$ cat src/rtl/rv_branch_pkg.sv
// shared encodings for the rv32i branch slice; encoding values are internal
// and only need to stay distinct, func3 and opcode codes follow the isa
package rv_branch_pkg;

	// widths
	// ------------------------------
	localparam int xlen      = 32;	// data and address width
	localparam int reg_idx_w = 5;	// register index width

	// instruction class, as wide as the original encoding bus
	typedef enum logic [15:0] {
		enc_none   = 16'h0000,	// anything that is not a control transfer
		enc_jal    = 16'h0001,
		enc_jalr   = 16'h0002,
		enc_branch = 16'h0004
	} encoding_e;

	// branch variants, codes 2 and 3 are left unnamed on purpose (illegal)
	typedef enum logic [2:0] {
		f3_beq  = 3'b000,
		f3_bne  = 3'b001,
		f3_blt  = 3'b100,
		f3_bge  = 3'b101,
		f3_bltu = 3'b110,
		f3_bgeu = 3'b111
	} branch_func3_e;

	// exception flags
	// ------------------------------
	typedef logic [3:0] exception_t;

	localparam int exc_func3         = 3;	// unknown func3 on a branch
	localparam int exc_mispredict    = 2;	// next address differs from target
	localparam int exc_word_misalign = 1;	// target bit 1 set
	localparam int exc_half_misalign = 0;	// target bit 0 set

	// major opcodes, instruction[6:0]
	// ------------------------------
	localparam logic [6:0] op_jal    = 7'b1101111;
	localparam logic [6:0] op_jalr   = 7'b1100111;
	localparam logic [6:0] op_branch = 7'b1100011;

endpackage
$ cat src/rtl/branch_unit_top.sv
// link write lands one edge after the result register, so the linked value is
// readable by the instruction presented after that edge
`timescale 1ns/1ps

module branch_unit_top #(
	parameter int depth = 32	// register file entries
) (
	input  logic                                 clock_i,
	input  logic                                 reset_i,
	input  logic [31:0]                          instruction_i,
	input  logic [rv_branch_pkg::xlen-1:0]       instruction_addr_i,
	input  logic [rv_branch_pkg::xlen-1:0]       instruction_next_addr_i,
	input  logic                                 load_en_i,
	input  logic [rv_branch_pkg::reg_idx_w-1:0]  load_idx_i,
	input  logic [rv_branch_pkg::xlen-1:0]       load_data_i,
	output logic                                 flag_jump_o,
	output logic [rv_branch_pkg::xlen-1:0]       addr_target_o,
	output logic [rv_branch_pkg::xlen-1:0]       addr_writeback_o,
	output rv_branch_pkg::exception_t            exception_o
);

	import rv_branch_pkg::*;

	encoding_e            encoding;
	logic [2:0]           func3;
	logic [reg_idx_w-1:0] rs1;
	logic [reg_idx_w-1:0] rs2;
	logic [reg_idx_w-1:0] rd;
	logic [xlen-1:0]      immediate;
	logic [xlen-1:0]      src1;
	logic [xlen-1:0]      src2;

	logic [reg_idx_w-1:0] rd_q;	// rd aligned with the generator outputs
	logic                 is_link_q;	// jal or jalr in the output stage
	logic                 link_en;

	// decode
	// ------------------------------
	branch_decoder i_decoder (
		.instruction_i (instruction_i),
		.encoding_o    (encoding),
		.func3_o       (func3),
		.rs1_o         (rs1),
		.rs2_o         (rs2),
		.rd_o          (rd),
		.immediate_o   (immediate)
	);

	// operands, plus link writeback
	// ------------------------------
	branch_regfile #(
		.depth (depth)
	) i_regfile (
		.clock_i     (clock_i),
		.reset_i     (reset_i),
		.rs1_i       (rs1),
		.rs2_i       (rs2),
		.src1_o      (src1),
		.src2_o      (src2),
		.link_en_i   (link_en),
		.link_idx_i  (rd_q),
		.link_data_i (addr_writeback_o),
		.load_en_i   (load_en_i),
		.load_idx_i  (load_idx_i),
		.load_data_i (load_data_i)
	);

	// resolution
	// ------------------------------
	target_address_generator i_tag (
		.clock_i                 (clock_i),
		.reset_i                 (reset_i),
		.encoding_i              (encoding),
		.func3_i                 (func3),
		.instruction_addr_i      (instruction_addr_i),
		.instruction_next_addr_i (instruction_next_addr_i),
		.src1_operand_i          (src1),
		.src2_operand_i          (src2),
		.immediate_i             (immediate),
		.flag_jump_o             (flag_jump_o),
		.addr_target_o           (addr_target_o),
		.addr_writeback_o        (addr_writeback_o),
		.exception_o             (exception_o)
	);

	// rd delay stage
	// ------------------------------
	always_ff @(posedge clock_i) begin
		if (reset_i)
			is_link_q <= 1'b0;
		else
			is_link_q <= (encoding == enc_jal) || (encoding == enc_jalr);
	end

	always_ff @(posedge clock_i) begin
		rd_q <= rd;	// only used when is_link_q is set
	end

	// branches carry immediate bits in the rd slot, hence the is_link_q mask
	assign link_en = flag_jump_o & is_link_q & (rd_q != '0);

endmodule

$ cat src/rtl/target_address_generator.sv
// one result per cycle, no handshake; mispredict compares against the next
// address seen in the output cycle, so that bit is combinational
`timescale 1ns/1ps

module target_address_generator (
	input  logic                              clock_i,
	input  logic                              reset_i,
	input  rv_branch_pkg::encoding_e          encoding_i,
	input  logic [2:0]                        func3_i,
	input  logic [rv_branch_pkg::xlen-1:0]    instruction_addr_i,
	input  logic [rv_branch_pkg::xlen-1:0]    instruction_next_addr_i,
	input  logic [rv_branch_pkg::xlen-1:0]    src1_operand_i,
	input  logic [rv_branch_pkg::xlen-1:0]    src2_operand_i,
	input  logic [rv_branch_pkg::xlen-1:0]    immediate_i,
	output logic                              flag_jump_o,
	output logic [rv_branch_pkg::xlen-1:0]    addr_target_o,
	output logic [rv_branch_pkg::xlen-1:0]    addr_writeback_o,
	output rv_branch_pkg::exception_t         exception_o
);

	import rv_branch_pkg::*;

	logic            flag_jump_q;
	logic [xlen-1:0] addr_target_q;
	logic [xlen-1:0] addr_writeback_q;
	logic            exc_func3_q;	// registered illegal branch variant

	logic [xlen-1:0] addr_seq;	// fall-through address
	logic [xlen-1:0] addr_rel;	// pc relative target
	logic [xlen-1:0] addr_reg;	// register relative sum, jalr
	logic            branch_taken;
	logic            func3_legal;

	// address adders
	// ------------------------------
	assign addr_seq = instruction_addr_i + 32'd4;
	assign addr_rel = instruction_addr_i + immediate_i;	// immediate already in bytes
	assign addr_reg = src1_operand_i + immediate_i;

	// branch compare
	// ------------------------------
	always_comb begin
		branch_taken = 1'b0;
		func3_legal  = 1'b1;

		case (func3_i)
			f3_beq:  branch_taken = (src1_operand_i == src2_operand_i);
			f3_bne:  branch_taken = (src1_operand_i != src2_operand_i);
			f3_blt:  branch_taken = ($signed(src1_operand_i) < $signed(src2_operand_i));
			f3_bge:  branch_taken = ($signed(src1_operand_i) >= $signed(src2_operand_i));
			f3_bltu: branch_taken = (src1_operand_i < src2_operand_i);
			f3_bgeu: branch_taken = (src1_operand_i >= src2_operand_i);	// taken on equal
			default: func3_legal  = 1'b0;	// codes 2 and 3
		endcase
	end

	// resolution register
	// ------------------------------
	always_ff @(posedge clock_i) begin
		if (reset_i) begin
			flag_jump_q      <= 1'b0;
			addr_target_q    <= '0;
			addr_writeback_q <= '0;
			exc_func3_q      <= 1'b0;
		end else begin
			// non-control encodings leave everything at zero
			flag_jump_q      <= 1'b0;
			addr_target_q    <= '0;
			addr_writeback_q <= '0;
			exc_func3_q      <= 1'b0;

			case (encoding_i)
				enc_jal: begin
					flag_jump_q      <= 1'b1;
					addr_target_q    <= addr_rel;
					addr_writeback_q <= addr_seq;	// return address
				end

				enc_jalr: begin
					flag_jump_q      <= 1'b1;
					addr_target_q    <= {addr_reg[xlen-1:1], 1'b0};	// isa clears bit 0
					addr_writeback_q <= addr_seq;
				end

				enc_branch: begin
					if (func3_legal) begin
						flag_jump_q   <= 1'b1;
						addr_target_q <= branch_taken ? addr_rel : addr_seq;
					end else begin
						exc_func3_q   <= 1'b1;	// flag stays low
					end
				end

				default: ;
			endcase
		end
	end

	// outputs
	// ------------------------------
	assign flag_jump_o      = flag_jump_q;
	assign addr_target_o    = addr_target_q;
	assign addr_writeback_o = addr_writeback_q;

	assign exception_o[exc_func3]         = exc_func3_q;
	assign exception_o[exc_mispredict]    = flag_jump_q &
		(addr_target_q != instruction_next_addr_i);	// fetch went elsewhere
	assign exception_o[exc_word_misalign] = flag_jump_q & addr_target_q[1];
	assign exception_o[exc_half_misalign] = flag_jump_q & addr_target_q[0];

	// an illegal branch must never also report a jump
	a_func3_excl_flag: assert property (
		@(posedge clock_i) disable iff (reset_i)
		!(exception_o[exc_func3] && flag_jump_o)
	) else $error("exc_func3 raised together with flag_jump");

endmodule

$ cat src/rtl/branch_regfile.sv
// x0 is hardwired zero and has no storage; two async reads, load port beats
// the link port when both hit the same register on one edge
`timescale 1ns/1ps

module branch_regfile #(
	parameter int depth = 32
) (
	input  logic                                 clock_i,
	input  logic                                 reset_i,
	input  logic [rv_branch_pkg::reg_idx_w-1:0]  rs1_i,
	input  logic [rv_branch_pkg::reg_idx_w-1:0]  rs2_i,
	output logic [rv_branch_pkg::xlen-1:0]       src1_o,
	output logic [rv_branch_pkg::xlen-1:0]       src2_o,
	input  logic                                 link_en_i,
	input  logic [rv_branch_pkg::reg_idx_w-1:0]  link_idx_i,
	input  logic [rv_branch_pkg::xlen-1:0]       link_data_i,
	input  logic                                 load_en_i,
	input  logic [rv_branch_pkg::reg_idx_w-1:0]  load_idx_i,
	input  logic [rv_branch_pkg::xlen-1:0]       load_data_i
);

	import rv_branch_pkg::*;

	logic [xlen-1:0] regs [1:depth-1];	// x1 .. x(depth-1)

	logic link_hit;
	logic load_hit;

	// x0 and out of range indices never land in the array
	assign link_hit = link_en_i && (link_idx_i != '0) && (link_idx_i < depth);
	assign load_hit = load_en_i && (load_idx_i != '0) && (load_idx_i < depth);

	// write side
	// ------------------------------
	always_ff @(posedge clock_i) begin
		if (reset_i) begin
			for (int i = 1; i < depth; i++) begin
				regs[i] <= '0;
			end
		end else begin
			if (link_hit)
				regs[link_idx_i] <= link_data_i;	// jal/jalr return address
			if (load_hit)
				regs[load_idx_i] <= load_data_i;	// later assignment wins same index
		end
	end

	// read side, asynchronous
	// ------------------------------
	assign src1_o = (rs1_i == '0 || rs1_i >= depth) ? '0 : regs[rs1_i];
	assign src2_o = (rs2_i == '0 || rs2_i >= depth) ? '0 : regs[rs2_i];

	// load and link on the same register, the loaded value must win
	a_load_beats_link: assert property (
		@(posedge clock_i) disable iff (reset_i)
		(load_hit && link_hit && load_idx_i == link_idx_i)
		|=> (regs[$past(load_idx_i)] == $past(load_data_i))
	) else $error("link write overrode a test load on the same register");

endmodule

$ cat src/rtl/branch_decoder.sv
// pure combinational decode; only jal, jalr and the b-type branches are known,
// every other opcode yields enc_none and a zero immediate
`timescale 1ns/1ps

module branch_decoder (
	input  logic [31:0]               instruction_i,
	output rv_branch_pkg::encoding_e  encoding_o,
	output logic [2:0]                func3_o,
	output logic [rv_branch_pkg::reg_idx_w-1:0] rs1_o,
	output logic [rv_branch_pkg::reg_idx_w-1:0] rs2_o,
	output logic [rv_branch_pkg::reg_idx_w-1:0] rd_o,
	output logic [rv_branch_pkg::xlen-1:0]      immediate_o
);

	import rv_branch_pkg::*;

	logic [6:0]      opcode;
	logic [xlen-1:0] imm_j;	// jal offset, bytes
	logic [xlen-1:0] imm_i;	// jalr offset
	logic [xlen-1:0] imm_b;	// branch offset, bytes

	// instruction fields
	// ------------------------------
	assign opcode  = instruction_i[6:0];
	assign func3_o = instruction_i[14:12];
	assign rs1_o   = instruction_i[19:15];
	assign rs2_o   = instruction_i[24:20];
	assign rd_o    = instruction_i[11:7];	// garbage for branches, top level masks it

	// immediates
	// ------------------------------
	// j-type: imm[20|10:1|11|19:12], lsb is always zero
	assign imm_j = {
		{11{instruction_i[31]}},
		instruction_i[31],
		instruction_i[19:12],
		instruction_i[20],
		instruction_i[30:21],
		1'b0
	};

	// i-type: imm[11:0] straight from the top bits
	assign imm_i = {{20{instruction_i[31]}}, instruction_i[31:20]};

	// b-type: imm[12|10:5] in the funct7 slot, imm[4:1|11] in the rd slot
	assign imm_b = {
		{19{instruction_i[31]}},
		instruction_i[31],
		instruction_i[7],
		instruction_i[30:25],
		instruction_i[11:8],
		1'b0
	};

	// class select
	// ------------------------------
	always_comb begin
		encoding_o  = enc_none;	// default, non-control
		immediate_o = '0;

		case (opcode)
			op_jal: begin
				encoding_o  = enc_jal;
				immediate_o = imm_j;
			end

			op_jalr: begin
				// func3 of jalr is not checked here
				encoding_o  = enc_jalr;
				immediate_o = imm_i;
			end

			op_branch: begin
				encoding_o  = enc_branch;
				immediate_o = imm_b;	// func3 legality judged downstream
			end

			default: begin
				encoding_o  = enc_none;
				immediate_o = '0;
			end
		endcase
	end

endmodule

$ cat config.mk
export PLATFORM = sky130hd
export DESIGN_NAME = branch_unit_top
export DESIGN_NICKNAME = d
export VERILOG_FILES = /design/src/rtl/rv_branch_pkg.sv /design/src/rtl/branch_unit_top.sv /design/src/rtl/target_address_generator.sv /design/src/rtl/branch_regfile.sv /design/src/rtl/branch_decoder.sv
export SDC_FILE = /design/constraint.sdc
export NUM_CORES = 2
export LEC_CHECK = 0
export ABC_AREA = 0
export BUFFER_PORTS_ARGS = -buffer_cell sky130_fd_sc_hd__buf_2
export CORE_ASPECT_RATIO = 0.5
export CORE_MARGIN = 5
export CORE_UTILIZATION = 50
export DETAILED_ROUTE_END_ITERATION = 6
export PLACE_DENSITY_LB_ADDON = 0.2
export SKIP_LAST_GASP = 1
export SYNTH_ARGS = -nofsm -noshare
export SYNTH_HDL_FRONTEND = slang
export SYNTH_SLANG_ARGS = --single-unit
$ cat constraint.sdc
create_clock -name clock_i -period 6.5 [get_ports clock_i]
set_input_delay 0 -clock clock_i [delete_from_list [all_inputs] [get_ports clock_i]]
set_output_delay 0 -clock clock_i [all_outputs]
set_load 0.03 [all_outputs]
### After elaboration in Yosys (flattened, before gate mapping)

Memory sizes are Yosys's and may differ from the RTL's.
Cells that the tools add are included.

* add/sub/neg operators: 3
* order comparisons: 4
* eq/ne operators: 14
* mux-type cells: 26
* bitwise logic cells: 7
* reduce and logical (&&, ||, !) cells: 14

Operators with widths (number)
* $mux W32: 6
* $pmux W32 S3: 2
* $add A32 B32 Y32: 2
* $ge A32 B32 Y1: 2
* $lt A32 B32 Y1: 2
* $ne A32 B32 Y1: 2
* $reduce_or A32 Y1: 2
* $add A32 B3 Y32 const B: 1
* $eq A32 B32 Y1: 1
* $eq A7 B7 Y1 const B: 3
* $eq A3 B3 Y1 const B: 5
* $mux W1: 13
* $logic_not A5 Y1: 2
* $mux W5: 2
* $reduce_bool A5 Y1: 2
* $pmux W3 S3: 1
* $eq A3 B1 Y1 const B: 2
* $pmux W1 S6: 1
* $reduce_or A2 Y1: 3
* $reduce_or A6 Y1: 1
* $and A1 B1 Y1: 5
* $eq A3 B2 Y1 const B: 1
* $logic_not A3 Y1: 1
* $logic_and A1 B1 Y1: 2
* 3 further kinds: 4

* flip-flop bits (word level): 72
* bits in writable memories: 992
* output and inout port bits: 69
* memories: 1

Memories
* i_regfile.regs: words 31, bits a word 32, rd ports 2, clocked after memory_dff 0, wr ports 31, RTL line branch_regfile.sv:24 `logic [xlen-1:0] regs [1:depth-1];`

### Longest topological paths before layout

* depth after elaboration: 8
* gate-level depth with buffers: 21

### Hierarchy

Synthesis repeated with hierarchy kept, for this count alone.

* cells, all modules: 5045
* area total of the unflattened synthesis: 66872.9 um^2

By module, submodules not included
* branch_regfile: times used 1, cells each 3932, area each 58452.3 um^2, seq. area each 30749.5 um^2
* target_address_generator: times used 1, cells each 1002, area each 7582.3 um^2, seq. area each 1321.3 um^2
* branch_decoder: times used 1, cells each 95, area each 656.9 um^2, seq. area each 0.0 um^2
* branch_unit_top: times used 1, cells each 16, area each 181.4 um^2, seq. area each 120.1 um^2

### Least setup slack after synthesis

Ideal clock, no wire load.

* kind: input -> register
* start: in instruction_i[15]
* end: reg i_tag.addr_target_q[13] (netlist: i_tag.addr_target_o[13])
* library setup time: 0.079 ns
* arrival: 4.733 ns
* path slack: 1.689 ns
* stages on the path: 19
* buffers on the path: 4
* path through: buf_2 clkbuf_1 buf_1 mux4_2 mux4_2 mux2i_1 nor2_1 ha_1 nand4_1 nor4_1 a21boi_1 a31o_1 a31oi_1 mux2i_2 nor2_4 nor2_2 buf_2 nand2_1 o211ai_1

* cells in the longest elaborated chain, start to end: 7
* elaborated cells on any way between the ends: 14
* classes of those cells: add/sub: 1; order compare: 4; eq/ne: 2; mux: 5; reduce/logical: 1; memory: 1

RTL lines
* from (decl): RTL line branch_unit_top.sv:10 `input logic [31:0] instruction_i,`
* $mem_v2 Z31 W32 / $logic_not A5 Y1 (equally long branches)
* $mux W32 (*): RTL line branch_regfile.sv:50 `assign src1_o = (rs1_i == '0 || rs1_i >= depth) ? '0 : regs[rs1_i];`
* $ge A32 B32 Y1 (tied with other cells): RTL line target_address_generator.sv:52 `f3_bgeu: branch_taken = (src1_operand_i >= src2_operand_i);`
* $pmux W1 S6: RTL line target_address_generator.sv:46 `case (func3_i)`
* $mux W32: RTL line target_address_generator.sv:88 `addr_target_q <= branch_taken ? addr_rel : addr_seq;`
* $mux W32: RTL line target_address_generator.sv:86 `if (func3_legal) begin`
* $pmux W32 S3 (*): RTL line target_address_generator.sv:72 `case (encoding_i)`
* to (signal assigned): RTL line target_address_generator.sv:75 `addr_target_q <= addr_rel;`
* to (signal assigned): RTL line target_address_generator.sv:81 `addr_target_q <= {addr_reg[xlen-1:1], 1'b0};`
* to (signal assigned): RTL line target_address_generator.sv:88
* to (decl): RTL line target_address_generator.sv:24 `logic [xlen-1:0] addr_target_q;`

Every way passes the cells marked *; elsewhere a longest branch is shown, timed or not.
A chain may end at the register's enable or synchronous reset.

==> qor.txt <==
Drt first pass iters: 7
Worst-path clk slew: 0.07 ns
Tcrit/Tclk final: 89.2%
Detail Placement HPWL: 168,000 um
GRT Total Usage: 38.7%
Starting Density: 50.6%
Fin Setup TNS: 0 ns
Register area share after synthesis: 49.2%
CTS tree: yes
Critical Path RT: 7.16 ns
Synthesized instance count: 4,539
RD Place Congestion: 0.980
Main synth FF type: edfxtp_1
RSZ-0062 raised after global routing: no
VDD IR max: 0.000205 V
Distinct cells, synth: 85
Vias in the first global route: 49,100
Worst skew pair latency: 0.76 ns
Metal1 wirelength: 92,100 um
Root Buffer: clkbuf_16
CTS max path bufs: 3
PwrDens: 233 mW/mm^2
Row count: 93
Max-cap violations: 0
Post-synthesis adder-cell area fraction: 1.86%
Remaining DRCs: 3
Placed cell areas: 0.0693 mm^2
Final setup margin: 0.704 ns
EDFF count, synth: 1,024
Rel. slew slack: 10.2%
Routed wire length: 274,000 um
Final Setup Violations: 0
Sink Count: 1,096
Initial antenna violation count: 17
Worst hold path type: in -> reg
WL/cell: 42.6 um
Slew @ Worst Pin: 1.34 ns
CP Launch Type: flip-flop
Crit Path Max Fanout: 11
Critical-path cell list: mux4_2 -> mux4_2 -> mux2i_1 -> nor2_1 -> ha_1 -> nand4_1 -> nor4_1 -> buf_4 -> a21boi_1 -> a31o_1 -> a31oi_1 -> mux2i_2 -> o31ai_2 -> buf_4 -> o21ai_0 -> a31oi_1
Min cycle time layout: 5.80 ns
GR Overflow Total: 0
Failing checks: DRC
FMAX: 173 MHz
Leakage: 25.2 nW
Uppermost layer routed: met5
Core Region: 0.129 mm^2
WL met2: 111,000 um
Synth warnings: 0
Port buffer count: 204
Vias per std cell: 7.92
P&R area growth vs syn: 12.2%
Dpl ws: 0.439 ns
Die Area: 0.139 mm^2
Mux cell area share after synthesis: 23.0%
Worst EP arrival: 6.45 ns
Share of cells above drive strength 1: 29.1%
Post-Synth XOR/XNOR Area: 1.42%
Post-Synth Simple-Gate Area: 4.03%
Via count: 51,000
Worst path slowest cell: o31ai_2
Yosys reg bits: 1,096
Io pins: 205
WS Path Type: reg -> reg
Metal3 WL: 55,500 um
Layout Skew: 0.0435 ns
Most common cell after layout, fill and taps aside: edfxtp_1
Die Y: 266 um
TritonCTS buffer count: 104
Slowest stage delay, CP: 0.84 ns
Largest family of logic cells by synthesized area: multiplexers
First-pass GRT wire length: 377,000 um
Crit end category: flip-flop
Fin. max-slew vios: 0
Synth async-reset ratio: 0%
Synth Area per Inst: 14.4 um^2
Synth Cell Area: 0.0654 mm^2
Antenna viol nets, final: 0
Layout Nets: 4,823
H-tree levels: 3
Die extent in x: 522 um
Largest net degree at the start of global routing: 106
Number of DRC markers in iteration 0: 9,350
Layout Cell Area excl Fill: 0.0734 mm^2
Most frequent cells in the layout: edfxtp_1 (1,024), a22o_1 (992), mux4_2 (633), buf_4 (218), buf_2 (196)
Status: finished with violations
Post-synthesis compound-gate area fraction: 16.7%
Fillers: 10,100
Final Hold Vio Count: 0
Hold Slack: 0.0342 ns
[registers in the layout (all words and copies together), names as in the netlist]
register	flops
i_regfile.regs	1024
i_tag.addr_target_o	32
i_tag.addr_writeback_o	32
i_tag.exc_func3_q	1
i_tag.flag_jump_o	1
is_link_q	1
rd_q	5
[critical path, delay by kind of cell, from the launching register on]
kind / cells / cell delay (ns)
buffers and inverters: 2 / 0.54
DFF: 1 / 0.39
muxes: 4 / 1.61
and+or+nand+nor: 3 / 1.06
AOI/OAI and AO/OA: 6 / 1.77
adders and majority gates: 1 / 0.33
[metal layers]
metal | track usage, % | vias up
met3 | 21.2 | 1047
li1 | - | 19100
met1 | 50.0 | 25600
met4 | 16.5 | 24
met2 | 53.8 | 5269
met5 | 0.980 | -
[report_power, final]
part           internal (mW)  switching [mW]
clock network           3.24            2.90
logic                   1.13            1.61
registers               8.06           0.188
total                   12.4            4.70
[kinds of logic (layout without fill, tap and decap cells)]
group           count (synthesis)  after routing
simple gates                  552            552
xor+xnor                      106            106
mux                           709            709
other cells                     1             38
compound gates               1332           1332
buf+inv                       647            754
fa+ha+maj                      96             96
flops                        1096           1096
[stage by stage]
step / total power [mW] / utilization [%] / std cells
2_1_floorplan: 9.93 / - / 4570
3_3_place_gp: 10.9 / 53.5 / 6154
3_5_place_dp: 10.9 / 53.5 / 6154
4_1_cts: 16.9 / 56.7 / 6434
5_1_grt: 17.4 / 56.7 / 6436
6_report: 17.1 / 56.7 / 6440
[final cells by class]
cell class / count / area, um^2 / share of cell area, %
clock inverter: 51 / 407 / 0.554
timing repair buffer: 526 / 3940 / 5.37
multi-input combinational: 2827 / 31700 / 43.1
tap: 1757 / 2200 / 2.99
inverter: 36 / 135 / 0.184
sequential: 1096 / 32200 / 43.9
antenna: 6 / 15.0 / 0.0205
clock buffer: 141 / 2850 / 3.88
[what timing repair did]
action | in CTS | in global routing
setup buffers | 0 | 0
endpoints found under the hold margin | 382 | 0
hold buffers | 88 | 0
gates resized for setup | 0 | 0
[final timing paths]
| path | from | to | slack [ns] | cells after the start |
|---|---|---|---|---|
| hold / removal | load_data_i[9] | i_regfile.regs[6][9] | 0.03 | 2 |
| setup / recovery | i_regfile.regs[31][27] | i_tag.addr_target_o[24] | 0.70 | 16 |
| setup reg to reg | i_regfile.regs[31][27] | i_tag.addr_target_o[24] | 0.70 | 16 |
| hold reg to reg | i_tag.addr_writeback_o[0] | i_regfile.regs[0][0] | 0.78 | 1 |
[cell usage after synthesis, types with 12 or more instances]
library cell / number / area [um^2]
nand3_1: 41 / 205
inv_1: 34 / 128
edfxtp_1: 1024 / 30700
clkbuf_1: 533 / 2000
a22o_1: 992 / 8690
nor3_1: 55 / 275
buf_2: 31 / 155
and2_1: 26 / 163
ha_1: 94 / 1180
nor2b_1: 13 / 81.3
a21oi_1: 89 / 445
a211oi_1: 12 / 90.1
nand2b_1: 15 / 93.8
xnor2_1: 76 / 666
nand2_1: 139 / 522
o21a_1: 12 / 90.1
dfxtp_1: 72 / 1440
nand4_1: 32 / 200
o21bai_1: 17 / 128
nor2_1: 165 / 619
a21o_1: 27 / 203
a22oi_1: 16 / 120
buf_1: 45 / 169
and3_1: 16 / 100
mux4_2: 633 / 14300
mux2_2: 31 / 349
o21ai_0: 72 / 360
mux2i_1: 39 / 390
xor2_1: 30 / 263
Note: power is estimated with default switching activity, not from simulation.
